`src/hdl/isa_pkg.sv`:
```
package isa_pkg;

    // instruction word widths
    localparam int opcode_bits = 8;
    localparam int data_bits = 8;

    // architectural registers
    localparam int num_regs = 4;
    localparam int reg_bits = $clog2(num_regs);

    // upstream queue, also the sender's starting credit count
    localparam int queue_depth = 4;
    localparam int queue_ptr_bits = $clog2(queue_depth);

    // credits the core holds for the output link after reset
    localparam int out_credits = 2;
    localparam int credit_bits = $clog2(out_credits + 1);

    // opcodes, anything outside 1..7 is invalid
    localparam logic [opcode_bits-1:0] OP_LDI = 8'h01;
    localparam logic [opcode_bits-1:0] OP_ADD = 8'h02;
    localparam logic [opcode_bits-1:0] OP_SUB = 8'h03;
    localparam logic [opcode_bits-1:0] OP_AND = 8'h04;
    localparam logic [opcode_bits-1:0] OP_XOR = 8'h05;
    localparam logic [opcode_bits-1:0] OP_SHL = 8'h06;
    localparam logic [opcode_bits-1:0] OP_OUT = 8'h07;

    typedef struct packed {
        logic [opcode_bits-1:0] opcode;
        logic [reg_bits-1:0] rd;
        logic [reg_bits-1:0] rs;
        logic [data_bits-1:0] imm;
    } instr_t;

endpackage

```
`src/hdl/ucode_pkg.sv`:
```
package ucode_pkg;

    localparam int addr_bits = 6;

    // fixed microcode addresses, opcode n dispatches to address n
    localparam logic [addr_bits-1:0] fetch_address = 6'h00;
    localparam logic [addr_bits-1:0] shl_loop_address = 6'h08;
    localparam logic [addr_bits-1:0] bad_opcode_address = 6'h10;

    typedef enum logic [1:0] {
        JUMP_UNCOND,
        // take the opcode of the queue head when it is valid
        JUMP_DISPATCH,
        // go to fetch once the shift counter runs out, otherwise to next
        JUMP_COUNT_ZERO
    } jump_type_t;

    typedef enum logic [2:0] {
        ALU_PASS_B,
        ALU_ADD,
        ALU_SUB,
        ALU_AND,
        ALU_XOR,
        ALU_SHL1
    } alu_op_t;

    typedef struct packed {
        logic [addr_bits-1:0] next;
        jump_type_t jump_type;
        alu_op_t alu_op;
        // operand b from the immediate instead of register rs
        logic b_imm;
        logic rd_write;
        // load the shift counter from imm
        logic count_load;
        logic out_write;
        logic next_instruction;
        logic fault;
    } ucode_word_t;

endpackage

```
`src/hdl/instr_queue.sv`:
```
`timescale 1ns/1ps

module instr_queue
    import isa_pkg::*;
(
    input logic clk,
    input logic reset,
    input logic in_valid,
    input instr_t in_instr,
    output logic in_credit,
    output instr_t head,
    output logic head_valid,
    input logic pop
);

    instr_t mem [queue_depth];
    logic [queue_ptr_bits-1:0] rd_ptr;
    logic [queue_ptr_bits-1:0] wr_ptr;
    logic [queue_ptr_bits:0] count;

    assign head = mem[rd_ptr];
    assign head_valid = count != '0;

    always_ff @(posedge clk) begin
        if (in_valid)
            mem[wr_ptr] <= in_instr;
    end

    always_ff @(posedge clk or posedge reset) begin
        if (reset) begin
            rd_ptr <= '0;
            wr_ptr <= '0;
            count <= '0;
            in_credit <= 1'b0;
        end else begin
            if (in_valid)
                wr_ptr <= wr_ptr == queue_ptr_bits'(queue_depth - 1) ? '0 : wr_ptr + 1'b1;
            if (pop)
                rd_ptr <= rd_ptr == queue_ptr_bits'(queue_depth - 1) ? '0 : rd_ptr + 1'b1;

            case ({in_valid, pop})
                2'b10: count <= count + 1'b1;
                2'b01: count <= count - 1'b1;
                default: count <= count;
            endcase

            // one credit back to the sender for every entry consumed
            in_credit <= pop;
        end
    end

    // a sender that honours its credits never pushes into a full queue
    assert property (@(posedge clk) disable iff (reset)
        in_valid |-> count != (queue_ptr_bits + 1)'(queue_depth));

endmodule

```
`src/hdl/ucode_rom.sv`:
```
`timescale 1ns/1ps

module ucode_rom
    import ucode_pkg::*;
(
    input logic clk,
    input logic [addr_bits-1:0] next_addr,
    output ucode_word_t word
);

    function automatic ucode_word_t entry(input logic [addr_bits-1:0] a);
        ucode_word_t w;
        w = '0;
        w.next = fetch_address;
        w.jump_type = JUMP_UNCOND;
        w.alu_op = ALU_PASS_B;
        w.next_instruction = 1'b1;
        case (a)
            // wait here until the queue has an instruction
            6'h00: begin
                w.jump_type = JUMP_DISPATCH;
                w.next_instruction = 1'b0;
            end
            6'h01: begin
                w.b_imm = 1'b1;
                w.rd_write = 1'b1;
            end
            6'h02: begin
                w.alu_op = ALU_ADD;
                w.rd_write = 1'b1;
            end
            6'h03: begin
                w.alu_op = ALU_SUB;
                w.rd_write = 1'b1;
            end
            6'h04: begin
                w.alu_op = ALU_AND;
                w.rd_write = 1'b1;
            end
            6'h05: begin
                w.alu_op = ALU_XOR;
                w.rd_write = 1'b1;
            end
            // shl, load the count then loop one bit per step
            6'h06: begin
                w.count_load = 1'b1;
                w.jump_type = JUMP_COUNT_ZERO;
                w.next = shl_loop_address;
            end
            6'h07: w.out_write = 1'b1;
            6'h08: begin
                w.alu_op = ALU_SHL1;
                w.rd_write = 1'b1;
                w.jump_type = JUMP_COUNT_ZERO;
                w.next = shl_loop_address;
            end
            6'h10: w.fault = 1'b1;
            default: w.next = fetch_address;
        endcase
        return w;
    endfunction

    always_ff @(posedge clk)
        word <= entry(next_addr);

endmodule

```
`src/hdl/alu_regs.sv`:
```
`timescale 1ns/1ps

module alu_regs
    import isa_pkg::*;
    import ucode_pkg::*;
(
    input logic clk,
    input logic reset,
    input alu_op_t alu_op,
    input logic b_imm,
    input logic rd_write,
    input logic count_load,
    input logic [reg_bits-1:0] rd,
    input logic [reg_bits-1:0] rs,
    input logic [data_bits-1:0] imm,
    output logic [data_bits-1:0] rd_value,
    output logic count_zero
);

    logic [data_bits-1:0] regs [num_regs];
    logic [data_bits-1:0] a;
    logic [data_bits-1:0] b;
    logic [data_bits-1:0] result;
    logic [data_bits-1:0] count;
    logic [data_bits-1:0] count_d;

    assign a = regs[rd];
    assign b = b_imm ? imm : regs[rs];
    assign rd_value = a;

    // results wrap at 8 bits
    always_comb begin
        case (alu_op)
            ALU_PASS_B: result = b;
            ALU_ADD: result = a + b;
            ALU_SUB: result = a - b;
            ALU_AND: result = a & b;
            ALU_XOR: result = a ^ b;
            ALU_SHL1: result = {a[data_bits-2:0], 1'b0};
            default: result = b;
        endcase
    end

    always_ff @(posedge clk or posedge reset) begin
        if (reset) begin
            for (int i = 0; i < num_regs; i++)
                regs[i] <= '0;
        end else if (rd_write) begin
            regs[rd] <= result;
        end
    end

    // shift counter, one decrement per shift step
    always_comb begin
        if (count_load)
            count_d = imm;
        else if (alu_op == ALU_SHL1 && count != '0)
            count_d = count - 1'b1;
        else
            count_d = count;
    end

    // looks at the value after this step so the last shift also exits the loop
    assign count_zero = count_d == '0;

    always_ff @(posedge clk or posedge reset) begin
        if (reset)
            count <= '0;
        else
            count <= count_d;
    end

endmodule

```
`src/hdl/ucode_sequencer.sv`:
```
`timescale 1ns/1ps

module ucode_sequencer
    import isa_pkg::*;
    import ucode_pkg::*;
(
    input logic clk,
    input logic reset,
    input instr_t head,
    input logic head_valid,
    output logic pop,
    input ucode_word_t word,
    output logic [addr_bits-1:0] next_addr,
    input logic count_zero,
    input logic out_credit,
    output logic out_valid,
    output logic fault,
    output logic [opcode_bits-1:0] cur_opcode,
    output logic [reg_bits-1:0] cur_rd,
    output logic [reg_bits-1:0] cur_rs,
    output logic [data_bits-1:0] cur_imm
);

    instr_t cur_instr;
    logic [addr_bits-1:0] addr;
    logic [credit_bits-1:0] credits;
    logic have_credit;
    logic out_stall;
    logic opcode_valid;

    assign have_credit = credits != '0;
    assign out_stall = word.out_write && !have_credit;
    assign out_valid = word.out_write && have_credit;
    assign fault = word.fault;

    assign opcode_valid = head.opcode >= OP_LDI && head.opcode <= OP_OUT;

    // start a new instruction from the fetch word
    assign pop = word.jump_type == JUMP_DISPATCH && head_valid;

    always_comb begin
        if (reset)
            next_addr = fetch_address;
        else if (out_stall)
            next_addr = addr;
        else if (pop)
            next_addr = opcode_valid ? head.opcode[addr_bits-1:0] : bad_opcode_address;
        else if (word.jump_type == JUMP_COUNT_ZERO)
            next_addr = count_zero ? fetch_address : word.next;
        else if (word.next_instruction)
            next_addr = fetch_address;
        else
            next_addr = word.next;
    end

    always_ff @(posedge clk or posedge reset) begin
        if (reset)
            addr <= fetch_address;
        else
            addr <= next_addr;
    end

    always_ff @(posedge clk) begin
        if (pop)
            cur_instr <= head;
    end

    assign cur_opcode = cur_instr.opcode;
    assign cur_rd = cur_instr.rd;
    assign cur_rs = cur_instr.rs;
    assign cur_imm = cur_instr.imm;

    // output link credits, one back per out_credit pulse
    always_ff @(posedge clk or posedge reset) begin
        if (reset) begin
            credits <= credit_bits'(out_credits);
        end else begin
            case ({out_credit, out_valid})
                2'b10: credits <= credits + 1'b1;
                2'b01: credits <= credits - 1'b1;
                default: credits <= credits;
            endcase
        end
    end

    // receiver never hands back more than it was given
    assert property (@(posedge clk) disable iff (reset)
        credits <= credit_bits'(out_credits));

    // only the fetch microinstruction dispatches
    assert property (@(posedge clk) disable iff (reset)
        pop |-> addr == fetch_address);

endmodule

```
`src/hdl/microcoded_core.sv`:
```
`timescale 1ns/1ps

module microcoded_core
    import isa_pkg::*;
    import ucode_pkg::*;
(
    input logic clk,
    input logic reset,
    input logic in_valid,
    input instr_t in_instr,
    output logic in_credit,
    output logic out_valid,
    output logic [data_bits-1:0] out_data,
    input logic out_credit,
    output logic fault
);

    instr_t head;
    logic head_valid;
    logic pop;
    ucode_word_t word;
    logic [addr_bits-1:0] next_addr;
    logic count_zero;
    logic [reg_bits-1:0] cur_rd;
    logic [reg_bits-1:0] cur_rs;
    logic [data_bits-1:0] cur_imm;

    instr_queue u_queue (
        .clk(clk),
        .reset(reset),
        .in_valid(in_valid),
        .in_instr(in_instr),
        .in_credit(in_credit),
        .head(head),
        .head_valid(head_valid),
        .pop(pop)
    );

    ucode_sequencer u_sequencer (
        .clk(clk),
        .reset(reset),
        .head(head),
        .head_valid(head_valid),
        .pop(pop),
        .word(word),
        .next_addr(next_addr),
        .count_zero(count_zero),
        .out_credit(out_credit),
        .out_valid(out_valid),
        .fault(fault),
        .cur_opcode(),
        .cur_rd(cur_rd),
        .cur_rs(cur_rs),
        .cur_imm(cur_imm)
    );

    ucode_rom u_rom (
        .clk(clk),
        .next_addr(next_addr),
        .word(word)
    );

    // out_data is the rd register of the OUT instruction
    alu_regs u_alu_regs (
        .clk(clk),
        .reset(reset),
        .alu_op(word.alu_op),
        .b_imm(word.b_imm),
        .rd_write(word.rd_write),
        .count_load(word.count_load),
        .rd(cur_rd),
        .rs(cur_rs),
        .imm(cur_imm),
        .rd_value(out_data),
        .count_zero(count_zero)
    );

endmodule

```
`config.mk`:
```
export PLATFORM = sky130hd
export DESIGN_NAME = microcoded_core
export DESIGN_NICKNAME = d
export VERILOG_FILES = /design/src/hdl/isa_pkg.sv /design/src/hdl/ucode_pkg.sv /design/src/hdl/instr_queue.sv /design/src/hdl/ucode_rom.sv /design/src/hdl/alu_regs.sv /design/src/hdl/ucode_sequencer.sv /design/src/hdl/microcoded_core.sv
export SDC_FILE = /design/constraint.sdc
export NUM_CORES = 1
export LEC_CHECK = 0
export BUFFER_PORTS_ARGS = -buffer_cell sky130_fd_sc_hd__buf_2
export CORE_MARGIN = 2
export CORE_UTILIZATION = 35
export CTS_CLUSTER_DIAMETER = 150
export DETAILED_ROUTE_END_ITERATION = 7
export HOLD_SLACK_MARGIN = 0.02
export PLACE_DENSITY = 0.5
export SETUP_SLACK_MARGIN = 0.2
export SLEW_MARGIN = 20
export SYNTH_ARGS = -nofsm -noshare
export SYNTH_HDL_FRONTEND = slang
export SYNTH_SLANG_ARGS = --single-unit
```
`constraint.sdc`:
```
create_clock -name clk -period 3.6 [get_ports clk]
set_input_delay 0.36 -clock clk [delete_from_list [all_inputs] [get_ports clk]]
set_output_delay 0.36 -clock clk [all_outputs]
set_load 0.02 [all_outputs]
```
; Word-level counts from Yosys, hierarchy flattened
; Memories as Yosys holds them, arrays and structs flattened.
; Index checks and enable logic that the tools add are counted.
[totals]
register_bits = 83
ramBits = 80
in_bits = 24
elab_cells = 115
n_memories = 1
[mem_list]
columns = name, words, width, rd, rd_ports_with_merged_regs, write_ports, line
row1 = u_queue.mem, 4, 20, 1, 0, 1, instr_queue.sv:16  ; instr_t mem [queue_depth];
[op_classes]
add_sub_neg = 9
n_lt_le_gt_ge = 5
n_eq_ne = 22
muxes = 35
bitwise_logic = 4
n_reduce_logical = 16
[ops]
columns = op, n
row1 = $mux 8, 8
row2 = $pmux 8 s5, 1
row3 = $bmux 8 s2, 2
row4 = $bwmux 32, 1
row5 = $mux 6, 5
row6 = $eq 6x3->1 const B, 4
row7 = $demux 8 s2, 1
row8 = $pmux 3 s5, 1
row9 = $eq 6x2->1 const B, 2
row10 = $mux 4, 3
row11 = $eq 2x2->1 const B, 5
row12 = $add 8x8->8, 1
row13 = $and 8x8->8, 1
row14 = $ge 8x1->1 const B, 1
row15 = $le 8x3->1 const B, 1
row16 = $logic_not 8->1, 1
row17 = $mux 1, 8
row18 = $pmux 2 s2, 2
row19 = $reduce_bool 8->1, 1
row20 = $sub 8x1->8 const B, 1
row21 = $sub 8x8->8, 1
row22 = $xor 8x8->8, 1
row23 = $add 2x1->2 const B, 3
row24 = $eq 2x1->1 const B, 3
row25 = 21 further kinds, 33

; Depth between registers and ports, before layout
; Gate-level depths: netlist (run 1).
[logic_depth]
word_depth = 13
ltp_mapped = 16
depth_no_buf = 15

; Cells and area by module
; From an unflattened synthesis (run 1), not the netlist that was laid out.
[unflattened]
hier_cells = 609
hier_area_um2 = 8054.0
[by_module_without_submodules]
columns = mod, n_inst, cells_per_inst, area_per_inst_um2, seq_area_each_um2
row1 = instr_queue, 1, 140, 3319.4, 2602.5
row2 = alu_regs, 1, 346, 3171.8, 1001.0
row3 = ucode_sequencer, 1, 69, 1059.8, 802.0
row4 = ucode_rom, 1, 54, 503.0, 240.2

; Worst setup path after synthesis (run 1)
; OpenSTA, ideal clock, no wires.
[synth_path]
path_kind = register -> register
startpoint = register u_sequencer.cur_instr, in the netlist u_sequencer.cur_rs[1]
endpoint = register u_alu_regs.regs[23] (netlist bit)
arrival_time_ns = 3.166
t_required_ns = 3.464
slack_ns = 0.298
stages_incl_launch_ff = 15
n_path_buf = 0
synth_period_minus_slack_ns = 3.302
path_cell_list = edfxtp_1 -> mux4_2 -> mux2_2 -> inv_1 -> ha_1 -> a21oi_1 -> ha_1 -> nor2b_1 -> o21ai_0 -> a21boi_0 -> o21a_1 -> o211ai_1 -> a211oi_1 -> nor3_1 -> o21ai_0
[synth_via]
elab_chain_len = 8
word_cells_on_any_way = 11
cone_classes = add/sub: 2 / mux: 6 / bitwise: 3
[synth_rtl]
columns = item, line
row1 = from (decl), ucode_sequencer.sv:24  ; instr_t cur_instr;
row2 = from (signal assigned), ucode_sequencer.sv:65  ; cur_instr <= head;
row3 = $not 2->3 (not written as such) *, alu_regs.sv:28  ; assign b = b_imm ? imm : regs[rs];
row4 = $bmux 8 s2 *, alu_regs.sv:28
row5 = $mux 8 (not written as such) * (2 in a row), alu_regs.sv:28
row6 = $mux 8 *, alu_regs.sv:28
row7 = "$sub 8x8->8, or another cell as far along", alu_regs.sv:36  ; ALU_SUB: result = a - b;
row8 = $pmux 8 s5 *, alu_regs.sv:33  ; case (alu_op)
row9 = $bwmux 32 *, alu_regs.sv:49  ; regs[rd] <= result;
row10 = "to (signal, indexed assignment)", alu_regs.sv:49
row11 = to (decl), alu_regs.sv:20  ; logic [data_bits-1:0] regs [num_regs];
; Every way passes the cells marked *; elsewhere a longest branch is shown, timed or not. The select of a mux whose other input is x is not followed.
; A chain may end at the register's enable or synchronous reset.

; Final worst setup path (run 1)
[layout_path]
startpoint = register u_sequencer.cur_instr, in the netlist u_sequencer.cur_rs[1]
endpoint = register u_alu_regs.regs[14] (netlist bit)
; The elaborated chain is that of the path after synthesis.

==> results of run 1 <==
## worst max-delay path: stages (launching register included)
cell and delay [ns]:
edfxtp_1 0.44, mux4_2 0.52, mux2_4 0.30, inv_4 0.06, ha_4 0.12, nor2_1 0.05, xnor2_1 0.20, ha_1 0.30
a21o_1 0.18, a21oi_2 0.18, o21bai_1 0.12, a21oi_2 0.15, xor2_1 0.15, nor2_1 0.06, o21ai_1 0.16, buf_4 0.17
o21ai_2 0.05
## final timing paths
path / startpoint / end / cells past startpoint
min in group asynchronous: reset / u_sequencer.addr[0] / 3
max in group asynchronous: reset / u_queue.wr_ptr[1] / 3
worst min-delay path: in_instr[7] / u_queue.mem[3][7] / 1
worst max-delay path: u_sequencer.cur_rs[1] / u_alu_regs.regs[14] / 16
worst max register to register: u_sequencer.cur_rs[1] / u_alu_regs.regs[14] / 16
worst min register to register: u_queue.count[2] / u_queue.count[2] / 1
## kinds of logic after synthesis
logic type | Yosys count
compound gates | 120
xor+xnor | 17
flops | 160
mux | 57
buf+inv | 58
simple gates | 154
fa+ha+maj | 26
## Yosys cell counts, drive strengths merged, types with 3 or more instances
cell    number  area, µm²
o21ai       44        220
nand3        7       40.0
nor3        13       76.3
clkbuf      13       48.8
nor4b        4       50.1
a22oi        3       22.5
or3          5       36.3
edfxtp      92       2760
nor2b        3       18.8
a221oi       3       26.3
nand2       65        244
mux2i       17        170
a21o         7       52.6
a22o         4       35.0
nand2b       4       25.0
dfxtp       12        240
nor4         4       31.3
and2         7       43.8
mux2         9        101
mux4        31        698
xor2         5       43.8
ha          24        300
nor2        25       93.8
a21oi       27        135
a211oi       4       30.0
dfrtp       55       1380
buf         11       53.8
nand3b       3       22.5
o31ai        3       22.5
xnor2       12        105
or3b         3       26.3
inv         33        124
o311ai       3       26.3
o21a         3       22.5
## power groups by stage
stage	registers [W]	logic [W]	clock network, W
global placement	0.00285	0.00334	0
detailed placement	0.00287	0.00340	0
floorplan	0.00271	0.00255	0
finish	0.00284	0.00388	0.00174
global route	0.00289	0.00431	0.00186
CTS	0.00284	0.00353	0.00178
## registers in the layout, indices dropped and copies added (netlist names), 3 cells and up
signal / count
u_alu_regs.count: 8
u_alu_regs.regs: 32
u_queue.count: 3
u_queue.mem: 80
u_rom.word: 12
u_sequencer.addr: 6
u_sequencer.cur_imm: 8
## metal layers
| metal | vias up | GRT usage | routed length, µm |
|---|---|---|---|
| met5 | - | 0 | 0 |
| met4 | 0 | 0.0507 | 323 |
| met3 | 29 | 0.0317 | 533 |
| met2 | 87 | 0.257 | 8520 |
| met1 | 2480 | 0.189 | 7480 |
| li1 | 2343 | - | - |
## layout make-up
class	count	area, µm²	share of cell area
clock buffer	17	425	0.0472
timing repair buffer	64	410	0.0455
tap	280	350	0.0388
multi-input combinational	374	3150	0.349
inverter	34	130	0.0144
sequential	160	4410	0.488
clock inverter	15	148	0.0164
## metrics by stage
| step | hold slack (ns) | std cells | instance area [µm²] | util | setup slack (ns) |
|---|---|---|---|---|---|
| final | 0.144 | 944 | 9020 | 0.417 | 0.252 |
| after global routing | 0.135 | 944 | 9020 | 0.417 | 0.0759 |
| after CTS | 0.132 | 937 | 8840 | 0.409 | 0.184 |
| after detailed placement | 0.461 | 904 | 8230 | 0.381 | -0.0255 |
| after global placement | 0.461 | 904 | 8230 | 0.381 | 0.104 |
| after floorplan | 0.435 | 592 | 7650 | - | 0.298 |
## what timing repair did
action	in CTS	in global routing
buffers inserted	1	6
gates resized for setup	12	35
endpoints found under the setup margin	17	20
pin swaps	5	19
## layout by cell type, fill, tap and decap left out, types with 22 or more instances in the layout
master / synthesis / routed
ha_1: 24 / 23
nand2_1: 65 / 65
buf_4: 0 / 27
inv_1: 32 / 30
buf_2: 4 / 34
o21ai_0: 44 / 29
edfxtp_1: 92 / 92
nor2_1: 25 / 24
a21oi_1: 27 / 22
mux4_2: 31 / 31
dfrtp_1: 55 / 55
==> results.tsv, run 1 <==
stage	metric	value	unit
status	status	finished, final reports clean	
detailed_routing	num_vias	4939	
synth	muxShareOfSynthArea	0.127	
clocking	root_buffer	clkbuf_16	
floorplan	start_util	0.354	
clocking	clock_sinks	160	
sta	slew_headroom	0.296	
detailed_routing	routed_wl	16.9	mm
pwr	swShare	0.379	
floorplan	die_y	152	µm
critical_path	cp_data_required_time	3.90	ns
detailed_routing	drc_errors	0	
synth	synth_edf_count	92	
pwr	pwr-share-comb	0.459	
pwr	total_power	0.00846	W
detailed_routing	wire_per_inst	17.9	µm
sta	clock_skew	0.00748	ns
sta	fin_crit	3.35	ns
sta	rsz0062_at_grt	yes	
pwr	p_sw	0.00320	W
synth	yosysWarnings	0	
pwr	vdd_drop_max	0.415	mV
sta	finalCritPeriodShare	0.930	
clocking	clkLatencyLatePin	0.43	ns
floorplan	io_pins	35	
synth	yosys.area_share.simple	0.104	
grt	antenna_found_initial	0	
synth	synth_nets	642	
synth	synth_area	0.00765	mm²
final_layout	fillers	2008	
critical_path	setup.worst_path.end_class	flip-flop	
synth	synth_xor_area_frac	0.0195	
detailed_routing	drt_iter0_drc	311	
grt	grt_start_max_net_pins	58	
placed_design	io_buffer_count	34	
floorplan	fp.coreArea	0.0216	mm²
run	max_cap_viol_count	0	
clocking	cts_buffer_depth	2	
final_layout	final_nets	701	
detailed_routing	ant_nets	0	
clocking	cts_inserted_buffers	17	
synth	syn_inst	592	
final_layout	layout-drive-gt1-share	0.258	
grt	grt_usage	0.150	
sta	fmax	299	MHz
critical_path	rrSetupSlack	0.25	ns
critical_path	cp-start-kind	flip-flop	
synth	async_flop_share	0.350	
sta	drv_slew	0	
sta	tightest_slew	1.06	ns
detailed_routing	vias_per_cell	5.23	
floorplan	die_area	0.0231	mm²
synth	avgSynthCellArea	12.9	µm²
detailed_routing	dr.pass1.iters	5	
grt	grt-ovfl-total	0	
floorplan	num_rows	54	
final_layout	syn2layout_area_growth	17.9	%
pwr	leakage	3.56	nW
pwr	p_int	0.00525	W
synth	ys_types	72	
placed_design	post-dp-hpwl	11.8	mm
clocking	tritoncts	yes	
pwr	seqPwrFrac	0.336	
hold_path	hold_class	in2reg	
placed_design	gp_congestion	0.850	
final_layout	num_antenna_cells	0	
floorplan	die_width	152	µm
synth	ys_ff_latch	160	
synth	synth-compound-area-share	0.0996	
synth	ys.flop_type	edfxtp_1	
grt	grt_first_pass_wirelength	27.0	mm
sta	finalSetupTns	0	ns
synth	synth_top_family_by_area	multiplexers	
sta	finalHoldViolCount	0	
clocking	ctsHoldBuffers	0	
sta	setup_viol	0	
clocking	path_clk_slew	0.07	ns
pwr	power_frac_clock	0.205	
clocking	htreeDepth	4	
critical_path	critPathArrivalTime	3.64	ns
critical_path	crit_type	reg2reg	
synth	yosysSeqAreaShare	0.576	
grt	grt_pass1_vias	5051	
critical_path	path_max_fanout	4	
pwr	powerDensity	937	mW/mm²
synth	synth_adder_area_share	0.0445	
Note: power is estimated with default switching activity, not from simulation.
==> run 2: changes to the inputs <==
CAP_MARGIN = 5   (was not set)
CORE_UTILIZATION = 55   (was 35)
PLACE_DENSITY = 0.73   (was 0.5)
==> run 2 against run 1 <==
Hold slack improved by 0.0090 ns; setup slack lost 0.046 ns; cell area decreased by 1.6%; critical path depth did not move; die area is 36% lower; core utilization up 23 points; first-iteration DRC count grew 12%.
==> results.tsv, run 2 (same netlist as run 1, synthesis figures left out) <==
stage	metric	value	unit	change
status	status	finished, final reports clean		
placed_design	dp_slack	0.00544	ns	+0.0309 ns
critical_path	cp-start-kind	flip-flop		
sta	finalHoldViolCount	0		unchanged
sta	clock_skew	0.00802	ns	+0.000540 ns
detailed_routing	vias_per_cell	6.02		+15%
sta	drv_slew	0		unchanged
floorplan	die_width	122	µm	-20%
detailed_routing	routed_wl	16.2	mm	-3.8%
floorplan	fp.coreArea	0.0137	mm²	-37%
grt	grt_start_max_net_pins	58		unchanged
critical_path	startpoint	u_sequencer.cur_rs[1]		
sta	setup_viol	0		unchanged
hold_path	hp-start	in_instr[12]		
floorplan	num_rows	43		-20%
placed_design	gp_congestion	0.920		+8.2%
final_layout	final_nets	692		-1.3%
pwr	leakage	3.55	nW	-0.18%
final_layout	mostFrequentLayoutCell	edfxtp_1		
final_layout	syn2layout_area_growth	16.1	%	
critical_path	critPathArrivalTime	3.67	ns	+0.03 ns
hold_path	hold_class	in2reg		
clocking	clkLatencyLatePin	0.42	ns	about the same
clocking	cts_buffer_depth	2		unchanged
final_layout	layout_common_cells	edfxtp_1 (92), nand2_1 (65), dfrtp_1 (55)		
critical_path	slowest_stage	mux4_2		
pwr	powerDensity	955	mW/mm²	+1.9%
grt	grt_pass1_vias	4937		-2.3%
grt	grt-ovfl-total	0		unchanged
sta	rsz0062_at_grt	yes		
final_layout	largest_register	u_queue.mem		
floorplan	io_pins	35		unchanged
detailed_routing	ant_nets	0		unchanged
final_layout	design_area	0.00888	mm²	-1.6%
sta	fin_ws	0.206	ns	-0.0461 ns
critical_path	crit_type	reg2reg		
run	max_cap_viol_count	0		unchanged
sta	fmax	295	MHz	-1.4%
sta	finalSetupTns	0	ns	unchanged
floorplan	start_util	0.558		+0.204
critical_path	path_max_fanout	4		unchanged
sta	slew_headroom	0.322		+0.0260
clocking	htreeDepth	4		unchanged
detailed_routing	drc_errors	0		unchanged
final_layout	top_regs	u_queue.mem: 80 flops, u_alu_regs.regs: 32 flops, u_rom.word: 12 flops		
sta	fin_crit	3.39	ns	+0.0461 ns
grt	grt_first_pass_wirelength	25.4	mm	-5.9%
clocking	cts_inserted_buffers	17		unchanged
detailed_routing	dr.pass1.iters	5		unchanged
critical_path	cp_data_required_time	3.88	ns	-0.02 ns
detailed_routing	wire_per_inst	19.4	µm	+8.7%
placed_design	place_area	0.00809	mm²	-1.8%
critical_path	worstReg2RegStart	u_sequencer.cur_rs[1]		
sta	tightest_slew	1.02	ns	-0.0391 ns
clocking	clock_sinks	160		unchanged
detailed_routing	num_vias	5024		+1.7%
clocking	root_buffer	clkbuf_16		
critical_path	setup.worst_path.end_class	flip-flop		
hold_path	holdPathStages	1		unchanged
clocking	tritoncts	yes		
clocking	path_clk_slew	0.06	ns	about the same
pwr	vdd_drop_max	0.557	mV	+34%
final_layout	fillers	990		-51%
final_layout	layout-drive-gt1-share	0.249		-0.00868
critical_path	slowest_delay	0.53	ns	about the same
detailed_routing	drt_iter0_drc	348		+12%
floorplan	die_area	0.0149	mm²	-36%
placed_design	io_buffer_count	34		unchanged
sta	finalCritPeriodShare	0.943		+0.0128
grt	antenna_found_initial	0		unchanged
final_layout	num_antenna_cells	0		unchanged
placed_design	post-dp-hpwl	11.3	mm	-4.2%
pwr	total_power	0.00848	W	+0.30%
floorplan	die_y	122	µm	-20%
sta	hold_ws	0.153	ns	+0.00903 ns
final_layout	largest_reg_flops	80		unchanged
critical_path	crit_chain	mux4_2 > mux2_4 > inv_2 > ha_4 > a21oi_4 > buf_4 > fa_2 > a21o_1 > a21oi_2 > o21bai_1 > a21oi_2 > xor2_1 > nor2_1 > o21ai_1 > buf_4 > o21ai_1		
grt	grt_usage	0.231		+0.0811
critical_path	worstRegToRegCells	16		unchanged
run 2: cell types whose count changed in the layout (fill, tap and decap cells not counted), moves of 2 or more:
cell and delta:
bufinv_16 +3, o21ai_1 -5, clkbuf_1 +3, buf_4 -7, clkbuf_8 +3, clkinvlp_4 -2
o21ai_2 +5, inv_6 -7
run 2: metal layers:
metal | part of all wire | vias up | track usage | wire (µm)
met1 | 0.42 | 2538 | 0.294 | 6850
met4 | 0.025 | 0 | 0.0984 | 401
met3 | 0.034 | 37 | 0.0463 | 551
li1 | - | 2324 | - | -
met5 | 0 | - | 0 | 0
met2 | 0.52 | 125 | 0.387 | 8410
run 2: report_power, final:
part	switching (W)	internal, W
Combinational	0.00203	0.00171
Sequential	0.000384	0.00247
Clock	0.000673	0.00122
run 2: repair_timing:
action	CTS	global route
hold buffers	0	0
endpoints found under the setup margin	14	20
setup buffers	1	1
resized for setup	5	44
pin swaps	1	23
run 2: final timing paths:
path	to	slack [ns]
worst max-delay path	u_alu_regs.regs[14]	0.21
worst min-delay path	u_queue.mem[1][12]	0.15
worst max register to register	u_alu_regs.regs[14]	0.21
worst min register to register	u_queue.count[2]	0.47
max in group asynchronous	u_queue.in_credit	2.93
min in group asynchronous	u_alu_regs.regs[11]	0.20
run 2: final cells by class:
| class | instances | area (µm²) | area share |
|---|---|---|---|
| Inverter | 34 | 128 | 0.0144 |
| Sequential cell | 160 | 4410 | 0.496 |
| Clock inverter | 9 | 155 | 0.0175 |
| Clock buffer | 23 | 478 | 0.0538 |
| Tap cell | 180 | 225 | 0.0254 |
| Timing Repair Buffer | 55 | 332 | 0.0373 |
| Multi-Input combinational cell | 374 | 3160 | 0.356 |
run 2: metrics by stage:
stage | std cells | utilization
2_1_floorplan | 592 | -
3_3_place_gp | 801 | 0.589
3_5_place_dp | 801 | 0.589
4_1_cts | 834 | 0.637
5_1_grt | 835 | 0.647
6_report | 835 | 0.647
run 2: worst max-delay path, delay by kind of cell, from the launching register on:
kind / cells / cell delay, ns
muxes: 2 / 0.82
and+or+nand+nor: 1 / 0.06
adders and majority gates: 2 / 0.48
AOI/OAI and AO/OA: 7 / 0.91
DFF: 1 / 0.46
xor gates and xnor gates: 1 / 0.15
buffers and inverters: 3 / 0.38
==> run 3: changes to the inputs <==
CORE_UTILIZATION = 50   (was 55)
PLACE_DENSITY = 0.67   (was 0.73)
==> run 3 against run 2 <==
Setup slack improved by 0.070 ns; combinational power about the same; clock skew decreased by 0.00059 ns; maximum frequency increased by 2.1%; critical endpoint is now u_alu_regs.regs[31]; total power decreased by 2.5%.
==> results.tsv, run 3 (same netlist as run 1, synthesis figures left out) <==
stage	metric	value	unit	change
status	status	finished, final reports clean		
sta	finalHoldViolCount	0		unchanged
clocking	clkLatencyLatePin	0.41	ns	about the same
detailed_routing	dr.pass1.iters	5		unchanged
critical_path	critPathArrivalTime	3.61	ns	-0.06 ns
critical_path	r2r_end	u_alu_regs.regs[31]		
critical_path	crit_type	reg2reg		
critical_path	rrSetupSlack	0.28	ns	+0.07 ns
critical_path	worstRegToRegCells	14		-2
sta	setup_viol	0		unchanged
placed_design	io_buffer_count	34		unchanged
pwr	total_power	0.00827	W	-2.5%
grt	grt_first_pass_wirelength	25.4	mm	about the same
final_layout	multiInputGateArea	0.00315	mm²	-0.32%
final_layout	num_antenna_cells	0		unchanged
detailed_routing	drt_iter0_drc	208		-40%
detailed_routing	drc_errors	0		unchanged
pwr	vdd_drop_max	0.506	mV	-9.0%
clocking	root_buffer	clkbuf_16		
placed_design	place_area	0.00807	mm²	-0.25%
clocking	htreeDepth	4		unchanged
floorplan	die_width	128	µm	+4.7%
floorplan	num_rows	45		+4.7%
critical_path	cp_data_required_time	3.89	ns	about the same
hold_path	hold_class	in2reg		
final_layout	layout-drive-gt1-share	0.245		-0.00343
sta	finalSetupTns	0	ns	unchanged
grt	grt-ovfl-total	0		unchanged
grt	antenna_found_initial	0		unchanged
floorplan	io_pins	35		unchanged
final_layout	largest_reg_flops	80		unchanged
clocking	cts_inserted_buffers	17		unchanged
hold_path	worstHoldEndpoint	u_queue.mem[2][3]		
sta	drv_slew	0		unchanged
critical_path	path_max_fanout	4		unchanged
hold_path	holdPathStages	1		unchanged
critical_path	worstReg2RegStart	u_sequencer.cur_rs[1]		
detailed_routing	ant_nets	0		unchanged
placed_design	post-dp-hpwl	10.9	mm	-3.8%
final_layout	top_regs	u_queue.mem: 80 flops, u_alu_regs.regs: 32 flops, u_rom.word: 12 flops		
final_layout	mostFrequentLayoutCell	edfxtp_1		
sta	tightest_slew	1.03	ns	+0.0137 ns
placed_design	gp_congestion	0.886		-3.7%
placed_design	dp_slack	-0.113	ns	-0.118 ns
critical_path	cp-start-kind	flip-flop		
final_layout	largest_register	u_queue.mem		
sta	clock_skew	0.00743	ns	-0.000594 ns
run	max_cap_viol_count	0		unchanged
clocking	tritoncts	yes		
sta	fmax	301	MHz	+2.1%
sta	fin_ws	0.275	ns	+0.0697 ns
grt	grt_pass1_vias	4905		-0.65%
final_layout	design_area	0.00885	mm²	-0.32%
critical_path	slowest_delay	0.52	ns	about the same
critical_path	slowest_stage	mux4_2		
sta	finalCritPeriodShare	0.924		-0.0194
clocking	path_clk_slew	0.06	ns	about the same
detailed_routing	routed_wl	15.7	mm	-3.3%
final_layout	layout_common_cells	edfxtp_1 (92), nand2_1 (65), dfrtp_1 (55)		
sta	slew_headroom	0.313		-0.00916
final_layout	syn2layout_area_growth	15.7	%	
floorplan	fp.coreArea	0.0151	mm²	+10%
detailed_routing	wire_per_inst	18.6	µm	-4.3%
grt	grt_usage	0.204		-0.0265
clocking	cts_buffer_depth	2		unchanged
critical_path	crit_chain	mux4_2 > mux2_4 > inv_2 > ha_4 > a21oi_4 > ha_1 > nor2b_1 > o21ai_2 > a21boi_2 > o21a_1 > o211ai_1 > a211oi_2 > nor3_4 > o21ai_0		
sta	rsz0062_at_grt	yes		
critical_path	setup.worst_path.end_class	flip-flop		
floorplan	die_area	0.0163	mm²	+9.7%
detailed_routing	num_vias	4838		-3.7%
pwr	powerDensity	934	mW/mm²	-2.2%
final_layout	final_nets	693		+0.14%
final_layout	fin_util	0.587		-0.0607
final_layout	seq_area	0.00441	mm²	unchanged
sta	fin_crit	3.32	ns	-0.0697 ns
clocking	clock_sinks	160		unchanged
clocking	ctsHoldBuffers	0		unchanged
pwr	leakage	3.53	nW	-0.71%
floorplan	die_y	128	µm	+4.7%
final_layout	fillers	1177		+19%
detailed_routing	vias_per_cell	5.73		-4.7%
floorplan	start_util	0.507		-0.0506
grt	grt_start_max_net_pins	58		unchanged
hold_path	hp-start	in_instr[3]		
## run 3: how the worst max path moves through the flow
stage                                from  slack [ns]                  end  cells past startpoint
floorplan           u_sequencer.cur_rs[1]        0.30  u_alu_regs.regs[23]                     14
global placement    u_sequencer.cur_rs[1]        0.05   u_alu_regs.regs[7]                     14
detailed placement  u_sequencer.cur_rs[1]       -0.11  u_alu_regs.regs[23]                     13
CTS                 u_sequencer.cur_rs[1]        0.19  u_alu_regs.regs[20]                     13
global route        u_sequencer.cur_rs[1]         0.1  u_alu_regs.regs[31]                     14
finish              u_sequencer.cur_rs[1]        0.28  u_alu_regs.regs[31]                     14
## run 3: critical path: cells and delay by family, from the launching register on
family / cells / cell delay [ns]
AND/OR/NAND/NOR: 2 / 0.39
flip-flops: 1 / 0.44
buffers and inverters: 1 / 0.07
AO/OA/AOI/OAI: 7 / 1.06
multiplexers: 2 / 0.82
adder cells (fa/ha/maj): 2 / 0.44
## run 3: cell type report
cell class | count | area share
Clock buffer | 22 | 0.0524
Inverter | 34 | 0.0144
Sequential cell | 160 | 0.498
Timing Repair Buffer | 56 | 0.0406
Clock inverter | 10 | 0.0127
Tap cell | 188 | 0.0266
Multi-Input combinational cell | 374 | 0.356
## run 3: per-layer routing
layer,vias to the layer above,global-route usage,part of all wire
li1,2330,-,-
met1,2397,0.265,0.44
met2,92,0.348,0.51
met3,19,0.0417,0.033
met4,0,0.0666,0.019
met5,-,0,0
## run 3: timing repair
item | in CTS | in global routing
setup endpoints to repair | 12 | 20
pin swaps | 4 | 17
resized for setup | 8 | 36
buffers inserted | 2 | 4
## run 3: power breakdown
group	total [W]	internal [W]	switching, W
combinational	0.00371	0.00169	0.00202
clock	0.00173	0.00106	0.000676
sequential	0.00283	0.00247	0.000355
total	0.00827	0.00521	0.00305
## run 3: per-stage QoR
step	hold WS, ns	std cells
after global placement	0.462	805
after floorplan	0.435	592
after detailed placement	0.463	805
after CTS	0.140	839
after global routing	0.145	844
final	0.156	844
